$ cat src/boomDisplay_defs.svh
`ifndef BOOM_DISPLAY_DEFS_SVH
`define BOOM_DISPLAY_DEFS_SVH

// ---------------------------------------------------------------------------
// raster geometry
// ---------------------------------------------------------------------------
`define H_ACTIVE      320  // visible pixels per line
`define H_TOTAL       400  // pixels per line incl. blanking
`define H_SYNC_START  336  // first column of hsync pulse
`define H_SYNC_END    368  // first column after hsync pulse

`define V_ACTIVE      240  // visible lines per frame
`define V_TOTAL       262  // lines per frame incl. blanking
`define V_SYNC_START  245  // first line of vsync pulse
`define V_SYNC_END    248  // first line after vsync pulse

// ---------------------------------------------------------------------------
// banner placement and colours
// ---------------------------------------------------------------------------
`define BOOM_X0       82   // left edge of the banner
`define BOOM_Y0       96   // top edge of the banner

`define BOOM_RGB      12'hF40  // orange-red strokes
`define BG_RGB        12'h013  // dark blue backdrop

`endif

$ cat src/boomDisplayPkg.sv
package boomDisplayPkg;

  // column within a line, covers the full 400-pixel count
  typedef logic [8:0] pixelX_t;

  // row within the active area only
  typedef logic [7:0] pixelY_t;

  // 4 bits per channel
  typedef struct packed {
    logic [3:0] r;
    logic [3:0] g;
    logic [3:0] b;
  } rgb_t;

  // which way a bar runs
  typedef enum logic {
    DIR_H = 1'b0,  // long axis along x
    DIR_V = 1'b1   // long axis along y
  } strokeDir_e;

endpackage

$ cat src/scanTiming.sv
`timescale 1ns/1ps
`include "boomDisplay_defs.svh"

module scanTiming import boomDisplayPkg::*; (
  input  logic    clk,
  input  logic    reset,
  output pixelX_t x,
  output pixelY_t y,
  output logic    active,
  output logic    hsyncRaw,
  output logic    vsyncRaw
);

  logic [8:0] hCount;    // column, 0 .. H_TOTAL-1
  logic [8:0] vCount;    // line, 0 .. V_TOTAL-1, too wide for pixelY_t
  logic       lineEnd;
  logic       frameEnd;
  logic       hActive;
  logic       vActive;
  logic       hSyncWin;
  logic       vSyncWin;

  // --------------------------------------------------------------------------
  // raster counters
  // --------------------------------------------------------------------------
  assign lineEnd  = (hCount == 9'(`H_TOTAL - 1));
  assign frameEnd = (vCount == 9'(`V_TOTAL - 1));

  always_ff @(posedge clk) begin
    if (reset) begin
      hCount <= '0;
      vCount <= '0;
    end else if (lineEnd) begin
      hCount <= '0;
      if (frameEnd) begin
        vCount <= '0;  // wrap to top of next frame
      end else begin
        vCount <= vCount + 9'd1;
      end
    end else begin
      hCount <= hCount + 9'd1;
    end
  end

  // --------------------------------------------------------------------------
  // area and sync decode
  // --------------------------------------------------------------------------
  assign hActive  = (hCount < 9'(`H_ACTIVE));
  assign vActive  = (vCount < 9'(`V_ACTIVE));
  assign hSyncWin = (hCount >= 9'(`H_SYNC_START)) && (hCount < 9'(`H_SYNC_END));
  assign vSyncWin = (vCount >= 9'(`V_SYNC_START)) && (vCount < 9'(`V_SYNC_END));

  always_ff @(posedge clk) begin
    if (reset) begin
      x        <= '0;
      y        <= '0;
      active   <= 1'b0;
      hsyncRaw <= 1'b0;
      vsyncRaw <= 1'b0;
    end else begin
      x        <= hCount;
      y        <= vCount[7:0];  // only meaningful on active rows
      active   <= hActive && vActive;
      hsyncRaw <= hSyncWin;     // high during pulse, polarity set downstream
      vsyncRaw <= vSyncWin;
    end
  end

  // column counter must wrap before it hits the line length
  hCountBound: assert property (@(posedge clk) disable iff (reset)
    hCount < 9'(`H_TOTAL));

  // the registered coordinate of an active pixel lies in the visible columns
  activeInRange: assert property (@(posedge clk) disable iff (reset)
    active |-> (x < 9'(`H_ACTIVE)));

endmodule

$ cat src/boomGlyph.sv
`timescale 1ns/1ps
`include "boomDisplay_defs.svh"

module boomGlyph import boomDisplayPkg::*; (
  input  logic    clk,
  input  logic    reset,
  input  pixelX_t x,
  input  pixelY_t y,
  input  logic    active,
  output logic    hit
);

  localparam int FULL_STROKES = 24;
  localparam int BOWL_STROKES = 3;
  localparam int STROKE_COUNT = FULL_STROKES + BOWL_STROKES;
  localparam int FULL_LEN     = 20;

  // --------------------------------------------------------------------------
  // stroke table, offsets relative to BOOM_X0 / BOOM_Y0
  // entries 0..7 horizontal bars, 8..23 vertical bars, 24..26 the B bowl
  // --------------------------------------------------------------------------
  localparam int STROKE_X [STROKE_COUNT] = '{
    126, 126,  93,  93,  60,  60,  27,   4,            // horizontal
    122, 122, 112, 112,  89,  89,  79,  79,            // vertical
     56,  56,  46,  46,  23,  23,   0,   0,
    126, 137, 137                                     // bowl
  };

  localparam int STROKE_Y [STROKE_COUNT] = '{
     42,   0,  42,   0,  42,   0,  42,  42,
     24,   3,  24,   3,  24,   3,  24,   3,
     24,   3,  24,   3,  24,   3,  24,   3,
     21,  24,   6
  };

  localparam int STROKE_LEN [STROKE_COUNT] = '{
    FULL_LEN, FULL_LEN, FULL_LEN, FULL_LEN, FULL_LEN, FULL_LEN, FULL_LEN, FULL_LEN,
    FULL_LEN, FULL_LEN, FULL_LEN, FULL_LEN, FULL_LEN, FULL_LEN, FULL_LEN, FULL_LEN,
    FULL_LEN, FULL_LEN, FULL_LEN, FULL_LEN, FULL_LEN, FULL_LEN, FULL_LEN, FULL_LEN,
    12, 17, 17  // middle bar, upper and lower right side of the bowl
  };

  localparam strokeDir_e STROKE_DIR [STROKE_COUNT] = '{
    DIR_H, DIR_H, DIR_H, DIR_H, DIR_H, DIR_H, DIR_H, DIR_H,
    DIR_V, DIR_V, DIR_V, DIR_V, DIR_V, DIR_V, DIR_V, DIR_V,
    DIR_V, DIR_V, DIR_V, DIR_V, DIR_V, DIR_V, DIR_V, DIR_V,
    DIR_H, DIR_V, DIR_V
  };

  logic anyHit;

  // bevelled bar, 5 lanes wide: lanes 0/4 lose 2 px per end, lanes 1/3 lose 1
  function automatic logic strokeHit(
    input pixelX_t    px,
    input pixelY_t    py,
    input int         ox,
    input int         oy,
    input int         len,
    input strokeDir_e dir
  );
    int along;
    int across;
    int inset;
    if (dir == DIR_H) begin
      along  = int'(px) - ox;
      across = int'(py) - oy;
    end else begin
      along  = int'(py) - oy;
      across = int'(px) - ox;
    end
    case (across)
      2:       inset = 0;  // centre lane, full length
      1, 3:    inset = 1;
      default: inset = 2;
    endcase
    return (across >= 0) && (across <= 4) &&
           (along >= inset) && (along <= len - 1 - inset);
  endfunction

  // --------------------------------------------------------------------------
  // hit test
  // --------------------------------------------------------------------------
  always_comb begin
    anyHit = 1'b0;
    for (int i = 0; i < STROKE_COUNT; i++) begin
      anyHit = anyHit | strokeHit(x, y, `BOOM_X0 + STROKE_X[i],
                                  `BOOM_Y0 + STROKE_Y[i], STROKE_LEN[i],
                                  STROKE_DIR[i]);
    end
  end

  always_ff @(posedge clk) begin
    if (reset) begin
      hit <= 1'b0;
    end else begin
      hit <= anyHit && active;  // blanking coordinates alias onto rows, mask them
    end
  end

  // a blank coordinate can never light a pixel one cycle later
  noHitWhenBlank: assert property (@(posedge clk) disable iff (reset)
    !active |=> !hit);

endmodule

$ cat src/pixelCompositor.sv
`timescale 1ns/1ps
`include "boomDisplay_defs.svh"

module pixelCompositor import boomDisplayPkg::*; (
  input  logic clk,
  input  logic reset,
  input  logic gameOver,
  input  logic clear,
  input  logic hit,
  input  logic active,
  input  logic hsyncRaw,
  input  logic vsyncRaw,
  output rgb_t rgb,
  output logic de,
  output logic hsync,
  output logic vsync
);

  logic show;       // banner visible
  logic activeDly;  // active aligned with hit
  logic hsyncDly;
  logic vsyncDly;

  always_ff @(posedge clk) begin
    if (reset) begin
      show <= 1'b0;
    end else if (clear) begin
      show <= 1'b0;  // clear beats a simultaneous gameOver
    end else if (gameOver) begin
      show <= 1'b1;
    end
  end

  // --------------------------------------------------------------------------
  // align timing with the glyph stage, then form the pixel
  // --------------------------------------------------------------------------
  always_ff @(posedge clk) begin
    if (reset) begin
      activeDly <= 1'b0;
      hsyncDly  <= 1'b0;
      vsyncDly  <= 1'b0;
      rgb       <= '0;
      de        <= 1'b0;
      hsync     <= 1'b1;
      vsync     <= 1'b1;
    end else begin
      activeDly <= active;
      hsyncDly  <= hsyncRaw;
      vsyncDly  <= vsyncRaw;
      if (!activeDly) begin
        rgb <= '0;                 // black in blanking
      end else if (show && hit) begin
        rgb <= rgb_t'(`BOOM_RGB);
      end else begin
        rgb <= rgb_t'(`BG_RGB);
      end
      de    <= activeDly;
      hsync <= ~hsyncDly;          // sync outputs are active low
      vsync <= ~vsyncDly;
    end
  end

  blackWhenBlank: assert property (@(posedge clk) disable iff (reset)
    !de |-> (rgb == '0));

endmodule

$ cat src/boomDisplay.sv
`timescale 1ns/1ps

module boomDisplay import boomDisplayPkg::*; (
  input  logic clk,
  input  logic reset,
  input  logic gameOver,
  input  logic clear,
  output rgb_t rgb,
  output logic de,
  output logic hsync,
  output logic vsync
);

  pixelX_t x;
  pixelY_t y;
  logic    active;
  logic    hsyncRaw;
  logic    vsyncRaw;
  logic    hit;

  // decode: raster position and blanking
  scanTiming u_scanTiming (
    .clk      (clk),
    .reset    (reset),
    .x        (x),
    .y        (y),
    .active   (active),
    .hsyncRaw (hsyncRaw),
    .vsyncRaw (vsyncRaw)
  );

  // execute: stroke test, one cycle
  boomGlyph u_boomGlyph (
    .clk    (clk),
    .reset  (reset),
    .x      (x),
    .y      (y),
    .active (active),
    .hit    (hit)
  );

  // result: colour and output timing
  pixelCompositor u_pixelCompositor (
    .clk      (clk),
    .reset    (reset),
    .gameOver (gameOver),
    .clear    (clear),
    .hit      (hit),
    .active   (active),
    .hsyncRaw (hsyncRaw),
    .vsyncRaw (vsyncRaw),
    .rgb      (rgb),
    .de       (de),
    .hsync    (hsync),
    .vsync    (vsync)
  );

endmodule

$ cat config.mk
export PLATFORM = sky130hd
export DESIGN_NAME = boomDisplay
export DESIGN_NICKNAME = d
export VERILOG_FILES = /design/src/boomDisplayPkg.sv /design/src/scanTiming.sv /design/src/boomGlyph.sv /design/src/pixelCompositor.sv /design/src/boomDisplay.sv
export VERILOG_INCLUDE_DIRS = /design/src /design/src/src
export SDC_FILE = /design/constraint.sdc
export NUM_CORES = 1
export LEC_CHECK = 0
export ABC_AREA = 0
export BUFFER_PORTS_ARGS = -buffer_cell sky130_fd_sc_hd__clkbuf_2
export CORE_ASPECT_RATIO = 1.75
export CORE_MARGIN = 2
export CORE_UTILIZATION = 50
export DETAILED_ROUTE_END_ITERATION = 8
export PLACE_DENSITY = 0.68
export SYNTH_ARGS = -nofsm -noshare
export SYNTH_HDL_FRONTEND = slang
export SYNTH_SLANG_ARGS = --single-unit
$ cat constraint.sdc
create_clock -name clk -period 5.35 [get_ports clk]
set_clock_uncertainty 0.2 [all_clocks]
set_input_delay 1.07 -clock clk [delete_from_list [all_inputs] [get_ports clk]]
set_output_delay 1.07 -clock clk [all_outputs]
set_load 0.02 [all_outputs]
# After elaboration in Yosys (flattened, before gate mapping)
# Index checks and enable logic that the tools add are counted.
# W data, S select, Z words.
[classes]
n_bitwise = 29
n_mux = 14
reduce_logical = 86
n_addsub = 34
eq_ne = 38
magnitude_cmp = 84
[op_table]
columns = ["op", "n"]
rows = [
  ["$eq A32 B2 Y1 const B", 24],
  ["$eq A32 B1 Y1 const B", 12],
  ["$ge A32 B1 Y1 const B", 12],
  ["$le A32 B4 Y1 const B", 12],
  ["$ge A9 B3 Y1", 18],
  ["$le A9 B6 Y1", 18],
  ["$sub A9 B8 Y10 const B", 10],
  ["$ge A10 B3 Y1", 9],
  ["$le A10 B6 Y1", 8],
  ["$logic_and A1 B1 Y1", 71],
  ["$sub A5 B2 Y6 const A", 11],
  ["$pmux W2 S2", 12],
  ["$sub A8 B7 Y9 const B", 5],
  ["$sub A9 B7 Y10 const B", 4],
  ["$reduce_or A2 Y1", 15],
  ["$or A1 B1 Y1", 26],
  ["$add A9 B1 Y9 const B", 2],
  ["$eq A9 B9 Y1 const B", 2],
  ["$lt A9 B8 Y1 const B", 2],
  ["$lt A9 B9 Y1 const B", 2],
  ["$mux W12", 1],
  ["$le A10 B5 Y1", 1],
  ["$ge A9 B8 Y1 const B", 1],
  ["$ge A9 B9 Y1 const B", 1],
  ["4 further kinds", 6],
]
[totals]
elab_cells = 303
register_bits = 58

# Logic depth before layout (Yosys ltp)
# Gate-level depths: netlist of run 1.
[logic_depth]
depth_word = 34
ltp_mapped = 19
mapped_depth_nobuf = 18

# Modules after synthesis
# Synthesis of run 1 repeated with hierarchy kept, for this count alone.
[hier_totals]
hier_cells = 989
area_unflattened_um2 = 7787.5
[by_module_without_submodules]
columns = ["module", "seq_area_each_um2", "cells_each", "n_inst", "area_per_inst_um2"]
rows = [
  ["boomGlyph", 20.0, 813, 1, 5983.2],
  ["scanTiming", 760.7, 146, 1, 1477.7],
  ["pixelCompositor", 180.2, 30, 1, 326.6],
]

# Least setup slack after synthesis of run 1
# OpenSTA, ideal clock, no wires.
[synth_timing]
path_kind = "flip-flop to flip-flop"
from = "register u_scanTiming.y[1]"
to = "register u_boomGlyph.hit"
setup_slack_ps = 909
arrival_ps = 4152
path_buffers = 1
setup_time_ps = 88
path_stages_with_launch = 18
required_ps = 5062
cell_sequence = "dfxtp_1 -> inv_1 -> ha_1 -> inv_1 -> and3_1 -> a21oi_1 -> o22ai_1 -> o2111ai_1 -> or2_2 -> ha_1 -> clkbuf_1 -> a2bb2oi_1 -> mux2_1 -> a2111oi_0 -> a311oi_1 -> a311oi_1 -> a211oi_2 -> a311oi_2"
[synth_between]
elab_chain_len = 34
word_cells_on_any_way = 168
[synth_rtl]
columns = ["item", "line_no", "text"]
rows = [
  ["start: declaration", "scanTiming.sv:8", "output pixelY_t y,"],
  ["start signal: assignment", "scanTiming.sv:62", "y <= vCount[7:0];"],
  ["$sub A8 B8 Y9 or $sub A8 B7 Y9 (tied branches)", "boomGlyph.sv:66", "across = int'(py) - oy;"],
  ["$eq A32 B1 Y1 or $eq A32 B2 Y1 (tied branches)", "boomGlyph.sv:71", "case (across)"],
  ["$reduce_or A2 Y1", "boomGlyph.sv:71", ""],
  ["$pmux W2 S2", "boomGlyph.sv:71", ""],
  ["$sub A5 B2 Y6 or $ge A10 B3 Y1 (tied branches)", "boomGlyph.sv:77", "(along >= inset) && (along <= len - 1 - inset);"],
  ["$le A10 B6 Y1 or $logic_and A1 B1 Y1 (tied branches)", "boomGlyph.sv:77, boomGlyph.sv:76", ""],
  ["$logic_and A1 B1 Y1", "boomGlyph.sv:77", ""],
  ["$or A1 B1 Y1 (25 in a row)", "boomGlyph.sv:86", "anyHit = anyHit | strokeHit(x, y, `BOOM_X0 + STROKE_X[i],"],
  ["$or A1 B1 Y1 (*)", "boomGlyph.sv:86", ""],
  ["$logic_and A1 B1 Y1 (*)", "boomGlyph.sv:96", "hit <= anyHit && active;"],
  ["end signal: assignment", "boomGlyph.sv:96", ""],
  ["end: declaration", "boomGlyph.sv:10", "output logic hit"],
]
# Every way passes the cells marked *; elsewhere a longest branch is shown, timed or not.
# A chain may end at the register's enable or synchronous reset.

# Worst setup path after layout of run 1
[layout_timing]
from = "register u_scanTiming.x[0]"
to = "register u_boomGlyph.hit"
[layout_between]
elab_chain_len = 31
word_cells_on_any_way = 230
[layout_rtl]
columns = ["item", "line_no", "text"]
rows = [
  ["start: declaration", "scanTiming.sv:7", "output pixelX_t x,"],
  ["start signal: assignment", "scanTiming.sv:61", "x <= hCount;"],
  ["branches (longest 29 deep; another with $sub A9 B8 Y10)", "--", ""],
  ["$or A1 B1 Y1 (*)", "boomGlyph.sv:86", ""],
  ["$logic_and A1 B1 Y1 (*)", "boomGlyph.sv:96", ""],
]
# Mark *: on every way between the ends.

==> results.txt, run 1 <==
The flow ran to the end, and the final reports show no timing, DRC or antenna violations. The via count of the first global-routing pass came to 6764. By instance count, the leading cell after synthesis is sky130_fd_sc_hd__ha_1. IR analysis of the VDD net gives a maximum drop of 236 uV. TritonCTS built the clock tree. The number of failing setup endpoints in the final timing report is 0. The largest individual stage delay along the critical path comes from the cell sky130_fd_sc_hd__a2111oi_0. The detailed-router iteration count before antenna repair came out at 5. The cell at the root of the clock tree is sky130_fd_sc_hd__clkbuf_16.

The synthesized instance count came out at 958. The fraction of final layout cells sized beyond drive strength 1 came out at 8.03%. For this run, the number of Yosys warnings is 0.

The number of hold-slack violations in the final timing report came out at 0. The top fanout value on the critical path is 18. After synthesis, the cell types taking the most area are sky130_fd_sc_hd__ha_1 (24%), sky130_fd_sc_hd__dfxtp_1 (13%), sky130_fd_sc_hd__nor2_1 (4.9%). The design draws 881 uW. The maximum clock rate came out at 212 MHz. In the final layout, flip-flops and latches occupy 961 um2. The headroom to the max-slew limit came out at 40.9%. The area of the multi-input gates is 0.00588 mm2. The worst path in the final design needs a cycle of 4.72 ns, including I/O delays and setup.

The number of filler instances in the final layout came out at 1421. The clock slew seen by the registers of the worst setup and hold paths is 0.06 ns. The total inserted antenna cells is 0. The post-synthesis cell type count is 97.

The type of element capturing the critical path is a register. From left edge to right edge, the die measures 96.0 um. The proportion of synthesized flip-flops having asynchronous set or reset came out at 0%. Summed over its instances, the top area cell type makes up 24.2% of the synthesized netlist area.

For this run the aggregate overflow at the end of global routing stands at 0. The max-capacitance violation count is 0. After detailed routing, the number of remaining DRC violations is 0.

The critical path goes through buf_4, inv_1, ha_1, or3b_1, o31ai_1, nand4_1, a21oi_1, nand3b_1, ha_1, inv_1, o22ai_1, nand2_1, a2111oi_0, a2111oi_0, and4bb_1, a311oi_2. The initial utilization of the core area, before any placement, comes to 51.3%. At the pin with the least slew margin, the transition time is 0.882 ns. Summed over all cells, the static leakage comes to 0.00326 uW. The congestion estimate from routability-driven global placement came to 0.998. Sorting the synthesized cells by how often they occur yields sky130_fd_sc_hd__ha_1 (143), sky130_fd_sc_hd__nor2_1 (96), sky130_fd_sc_hd__nand2_1 (62).

The required time of the worst setup path came out at 5.35 ns. The via-per-instance ratio is 6.18. In this design, the stage delay of the slowest critical-path cell is 0.62 ns. Counting flops with a built-in enable in the synthesized netlist gives 0. The final worst-path cycle share came out at 88.2%. The die covers 0.0158 mm2.

For this design, the CTS-stage hold fixing added 0 buffers. The number of buffers inserted by port buffering came out at 14. The synthesized design spends more area on one cell type than any other, namely sky130_fd_sc_hd__ha_1.

The height of the die is 165 um. The start-to-end type of the worst setup path is register to register. The number of gates resized after cts came out at 0. The antenna violation net count after detailed routing is 0. The synthesis-to-layout area growth came out at 4.17%. The number of max-slew violations in the final report came out at 0. For this run, the leading register cell type out of synthesis is sky130_fd_sc_hd__dfxtp_1. For this design, the sink count on the clock tree is 48. The buffer levels on the longest clock path is 2. The portion of the post-synthesis area used by sequential elements is 13.0%.

The post-detailed-route wirelength per cell came out at 19.8 um. The path class of the tightest hold or removal check is register to register. The detailed router finished its first iteration with 433 violations.

For this run, the post-layout net count is 1093. The total power per unit cell area came out at 114 mW/mm2. The vias after detailed routing came out at 6959.

The core footprint came out at 0.0144 mm2. In this run, synthesis produced a sequential element count of 48. The H-tree generated during clock tree synthesis spans 2 levels. The total half-perimeter wirelength after legalization and detailed placement is 17200 um.

The average cell area after synthesis came out at 7.73 um2. After routing, the total negative slack on setup checks comes to 0 ns. The number of top-level pins is 19. In this run the post-CTS setup repair buffer count came out at 0. The data arrival time of the worst path came out at 4.72 ns. The global-route wire length before repair came out at 35500 um.

The TritonCTS buffer count is 5. Setup repair after global routing left no endpoint under its margin. Wires add up to 22300 um.

For this run, the total global-route usage over all layers was measured as 28.9%. The number of antenna violations at the first check in global routing is 0. The total standard cell area after synthesis came out at 0.00741 mm2. The number of placement rows came out at 58. Entering global routing, the biggest net connects 34 pins. The clock latency reported for the late side of the worst-skew pair came out at 0.29 ns. The worst setup path is launched from a register.
## path summary, 6_finish.rpt
path	depth (start not counted)	endpoint	startpoint	slack, ns
setup / recovery	16	u_boomGlyph.hit$_SDFF_PP0_	u_scanTiming.x[0]$_SDFF_PP0_	0.63
hold / removal	1	u_pixelCompositor.hsync$_SDFF_PP1_	u_pixelCompositor.hsyncDly$_SDFF_PP0_	0.17
setup reg to reg	16	u_boomGlyph.hit$_SDFF_PP0_	u_scanTiming.x[0]$_SDFF_PP0_	0.63
hold reg to reg	1	u_pixelCompositor.hsync$_SDFF_PP1_	u_pixelCompositor.hsyncDly$_SDFF_PP0_	0.17
## report_power, final
| group | internal, uW | switching [uW] |
|---|---|---|
| sequential | 362 | 3.49 |
| combinational | 38.0 | 79.6 |
| clock | 265 | 133 |
| total | 665 | 216 |
## cell usage in the layout (no fill, tap or decap), types with 6 or more instances in the layout
cell	instances
sky130_fd_sc_hd__clkbuf_2	14
sky130_fd_sc_hd__nor2_1	96
sky130_fd_sc_hd__a211oi_1	14
sky130_fd_sc_hd__or3_1	6
sky130_fd_sc_hd__o211ai_1	9
sky130_fd_sc_hd__nand3_1	20
sky130_fd_sc_hd__nor4_1	7
sky130_fd_sc_hd__buf_4	19
sky130_fd_sc_hd__a2111oi_0	6
sky130_fd_sc_hd__a21boi_0	14
sky130_fd_sc_hd__and2_1	10
sky130_fd_sc_hd__a21o_1	9
sky130_fd_sc_hd__xnor2_1	27
sky130_fd_sc_hd__nand2_1	62
sky130_fd_sc_hd__xor2_1	9
sky130_fd_sc_hd__o22ai_1	27
sky130_fd_sc_hd__and3_1	9
sky130_fd_sc_hd__o21ai_0	19
sky130_fd_sc_hd__inv_1	59
sky130_fd_sc_hd__nand2b_1	16
sky130_fd_sc_hd__nor2b_1	31
sky130_fd_sc_hd__a21oi_1	61
sky130_fd_sc_hd__ha_1	143
sky130_fd_sc_hd__o32ai_1	6
sky130_fd_sc_hd__nand4_1	14
sky130_fd_sc_hd__nor3_1	23
sky130_fd_sc_hd__a31oi_1	11
sky130_fd_sc_hd__mux2i_1	11
sky130_fd_sc_hd__or2_2	6
sky130_fd_sc_hd__o21ai_1	7
sky130_fd_sc_hd__dfxtp_1	48
## stage by stage
| step | std cells | area, um2 | hold slack, ns | worst slack (ns) | utilization, % |
|---|---|---|---|---|---|
| 5_1_grt | 1126 | 7720 | 0.197 | 0.288 | 53.4 |
| 4_1_cts | 1126 | 7720 | 0.178 | 0.731 | 53.4 |
| 3_5_place_dp | 1119 | 7530 | 0.162 | 0.777 | 52.1 |
| 6_report | 1126 | 7720 | 0.175 | 0.632 | 53.4 |
| 3_3_place_gp | 1119 | 7530 | 0.157 | 0.634 | 52.1 |
| 2_1_floorplan | 961 | 7420 | 0.156 | 0.909 | - |
## sequential cells by signal, indices dropped and copies added, names as in the netlist
register	count
u_scanTiming.x	9
u_scanTiming.vsyncRaw	1
u_pixelCompositor.hsyncDly	1
u_pixelCompositor.show	1
u_pixelCompositor.hsync	1
u_pixelCompositor.activeDly	1
u_pixelCompositor.rgb	2
u_pixelCompositor.vsyncDly	1
u_scanTiming.y	8
u_boomGlyph.hit	1
u_scanTiming.vCount	9
u_scanTiming.hCount	9
u_scanTiming.hsyncRaw	1
u_scanTiming.active	1
u_pixelCompositor.de	1
u_pixelCompositor.vsync	1
## per-layer routing
metal / part of all wire [%] / vias to the layer above / GRT usage (%)
li1: - / 3420 / -
met1: 38 / 3229 / 32.8
met2: 51 / 241 / 52.0
met3: 4.8 / 69 / 2.65
met4: 5.9 / 0 / 15.0
met5: 0 / - / 0
## critical path: cells and delay by family, from the launching register on
family	cells	cell delay, ns
flops	1	0.34
compound gates	6	1.90
fa+ha+maj	2	0.69
buf+inv	3	0.40
simple gates	5	1.07
## logic make-up after synthesis
logic type / synth area share (%)
AO/OA/AOI/OAI: 24.6
XOR/XNOR: 4.48
adder cells (fa/ha/maj): 24.2
buffers and inverters: 7.74
flip-flops: 13.0
multiplexers: 1.94
other: 0.0506
AND/OR/NAND/NOR: 24.0
## area by class of cell
class	instances	area share, %
repair buffers	33	2.76
flip-flops and latches	48	12.5
multi-input cells	792	76.3
clock buffers	5	1.62
inverters	66	3.21
well taps	180	2.92
clock inverters	2	0.778
No activity file was read; power rests on OpenSTA's default activity.
==> run 2, diff against run 1 <==
--- a/config.mk
+++ b/config.mk
@@ -13,6 +13,7 @@
 export CORE_UTILIZATION = 50
 export DETAILED_ROUTE_END_ITERATION = 8
 export PLACE_DENSITY = 0.68
+export RECOVER_POWER = 25
 export SYNTH_ARGS = -nofsm -noshare
 export SYNTH_HDL_FRONTEND = slang
 export SYNTH_SLANG_ARGS = --single-unit
==> run 2 against run 1 <==
Net effect: total power barely moved; sequential cell count did not move; highest routed layer unchanged; non-clock buffer count did not move; utilization barely moved; critical endpoint unchanged; count of clock-buffer cells in the layout did not move; worst hold slack did not move; maximum frequency barely moved; critical path depth did not move; via count rose by 0.11%; combinational power barely moved; cell area barely moved; global-route usage did not move.
==> results.txt, run 2 (same netlist as run 1, synthesis figures left out) <==
The clock slew seen by the registers of the worst setup and hold paths came out at 0.06 ns (about the same). The post-CTS setup-driven buffer insertion count is 0 (unchanged). The highest ir drop seen on vdd is 236 uV (about the same). The clock tree from TritonCTS is done (unchanged). The highest-delay cell along the critical path is sky130_fd_sc_hd__a2111oi_0 (unchanged).

The initial detailed-routing violation count was 433 (unchanged). The die outline area is 0.0158 mm2 (unchanged). The total DRC errors in the routed layout came out at 0 (unchanged).

The number of failing setup endpoints in the final timing report came to 0 (unchanged). The total power per unit cell area is 114 mW/mm2 (about the same). The number of top-level pins came out at 19 (unchanged).

The worst-margin pin slew is 1.44 ns (was 0.882 ns). The number of hold buffers added after CTS came out at 0 (unchanged). The vias after detailed routing came to 6967 (was 6959).

The synthesis-to-layout area growth is 4.16% (was 4.17%). The maximum clock rate came out at 212 MHz (about the same). The cell at the root of the clock tree is sky130_fd_sc_hd__clkbuf_16 (unchanged). The number of sinks on the clock net is 48 (unchanged). The critical path launch point type was a register (unchanged).

The fraction of final layout cells sized beyond drive strength 1 is 7.93% (was 8.03%). The post-layout utilization of the core is 53.4% (about the same). The data arrival time of the worst path is 4.71 ns (was 4.72 ns). The number of hold-slack violations in the final timing report is 0 (unchanged).

The number of antenna violations at the first check in global routing is 0 (unchanged). The number of buffers inserted by port buffering is 14 (unchanged). The buffer levels on the longest clock path is 2 (unchanged). The worst hold-check path type was register to register (unchanged).

The max-capacitance violation count came to 0 (unchanged). The last weighted congestion value of the routability-driven placer is 0.998 (unchanged). The number of placement rows came out at 58 (unchanged). The antenna violation net count after detailed routing is 0 (unchanged). The number of gates resized after cts is 0 (unchanged). Setup repair after global routing missed its margin: false (unchanged). The required time of the worst setup path is 5.34 ns (was 5.35 ns). The total inserted antenna cells was 0 (unchanged). The initial core utilization is 51.3% (unchanged). The start-to-end type of the worst setup path is register to register (unchanged).

The number of max-slew violations in the final report is 0 (unchanged). The core footprint is 0.0144 mm2 (unchanged). The headroom to the max-slew limit came to 3.70% (was 40.9%). The cell depth of the worst hold path was 1 (unchanged). The TritonCTS buffer count came to 5 (unchanged). Cell breakdown of the critical path: buf_4, inv_1, ha_1, or3b_1, o31ai_1, nand4_1, a21oi_1, nand3b_1, ha_1, inv_1, o22ai_1, nand2_1, a2111oi_0, a2111oi_0, and4bb_1, a311oi_2 (unchanged). The aggregate global-route resource usage is 28.9% (unchanged). The sum of overflow across all layers after global routing is 0 (unchanged). The height of the die came out at 165 um (unchanged). The post-detailed-route wirelength per cell is 19.8 um (about the same). The top fanout value on the critical path is 18 (unchanged).

The final worst-path cycle share came to 88.2% (about the same). Most frequent cells in the layout: sky130_fd_sc_hd__ha_1 (143), sky130_fd_sc_hd__nor2_1 (96), sky130_fd_sc_hd__nand2_1 (62) (unchanged). The leading cell type in the layout, fill and taps excluded was sky130_fd_sc_hd__ha_1 (unchanged).

The via-per-instance ratio came out at 6.19 (was 6.18). The type of element capturing the critical path is a register (unchanged). The leakage power came out at 0.00326 uW (about the same). The final routed wirelength across all metal layers came out at 22300 um (about the same). Registers with the most flip-flops: u_scanTiming.hCount x9, u_scanTiming.vCount x9, u_scanTiming.x x9 (unchanged). The longest individual stage delay on the worst path is 0.62 ns (about the same). Status: complete, no violations (unchanged).

The layout net count came to 1093 (unchanged). The pin count of the biggest net entering global routing is 34 (unchanged). The number of H-tree levels is 2 (unchanged). The via count of the first global-routing pass came out at 6764 (unchanged). The detailed-router iteration count before antenna repair is 4 (was 5). The post-layout minimum cycle time was 4.72 ns (about the same). The final sum of negative setup slack was 0 ns (unchanged). The clock latency reported for the late side of the worst-skew pair came out at 0.29 ns (about the same). The number of cell instances on the worst register-to-register path is 16 (unchanged). The width of the chip came out at 96.0 um (unchanged). The global-route wire length before repair came to 35500 um (unchanged). The total half-perimeter wirelength after legalization and detailed placement is 17200 um (unchanged).
==> run 2: cell types whose count changed in the layout (fill, tap and decap cells not counted) <==
cell,change
sky130_fd_sc_hd__clkbuf_1,+1
sky130_fd_sc_hd__clkbuf_2,-1
==> run 2: critical path: cells and delay by family, from the launching register on <==
family                     cells  cell delay [ns]
AOI/OAI and AO/OA              6             1.90
adders and majority gates      2             0.69
buffers and inverters          3             0.40
DFF                            1             0.34
and+or+nand+nor                5             1.07
==> run 2: area by class of cell <==
class | instances | area [um2]
Clock inverter | 2 | 60.1
Multi-Input combinational cell | 792 | 5880
Timing Repair Buffer | 33 | 211
Sequential cell | 48 | 961
Inverter | 66 | 248
Clock buffer | 5 | 125
Fill cell | 1421 | 6730
Tap cell | 180 | 225
==> run 2: metal layers <==
layer / wire length (um) / GRT usage, %
met1: 8380 / 32.8
met2: 11500 / 52.0
met3: 1120 / 2.65
met4: 1300 / 15.0
met5: 0 / 0
==> run 2: where the power goes <==
group          total (uW)  switching (uW)  internal, uW
sequential            366            3.49           362
combinational         117            79.4          38.0
clock                 398             133           265
total                 881             216           665
==> run 2: worst paths after layout <==
path / startpoint / to / slack (ns)
max: u_scanTiming.x[0]$_SDFF_PP0_ / u_boomGlyph.hit$_SDFF_PP0_ / 0.63
min: u_pixelCompositor.hsyncDly$_SDFF_PP0_ / u_pixelCompositor.hsync$_SDFF_PP1_ / 0.17
max reg2reg: u_scanTiming.x[0]$_SDFF_PP0_ / u_boomGlyph.hit$_SDFF_PP0_ / 0.63
min reg2reg: u_pixelCompositor.hsyncDly$_SDFF_PP0_ / u_pixelCompositor.hsync$_SDFF_PP1_ / 0.17
==> run 2: stage by stage <==
stage | worst slack [ns] | cells | hold slack (ns) | instance area, um2 | total power, uW
finish | 0.633 | 1126 | 0.175 | 7710 | 881
global route | 0.280 | 1126 | 0.197 | 7710 | 911
CTS | 0.731 | 1126 | 0.178 | 7720 | 886
detailed placement | 0.777 | 1119 | 0.162 | 7530 | 488
global placement | 0.634 | 1119 | 0.157 | 7530 | 487
floorplan | 0.909 | 961 | 0.156 | 7420 | 459
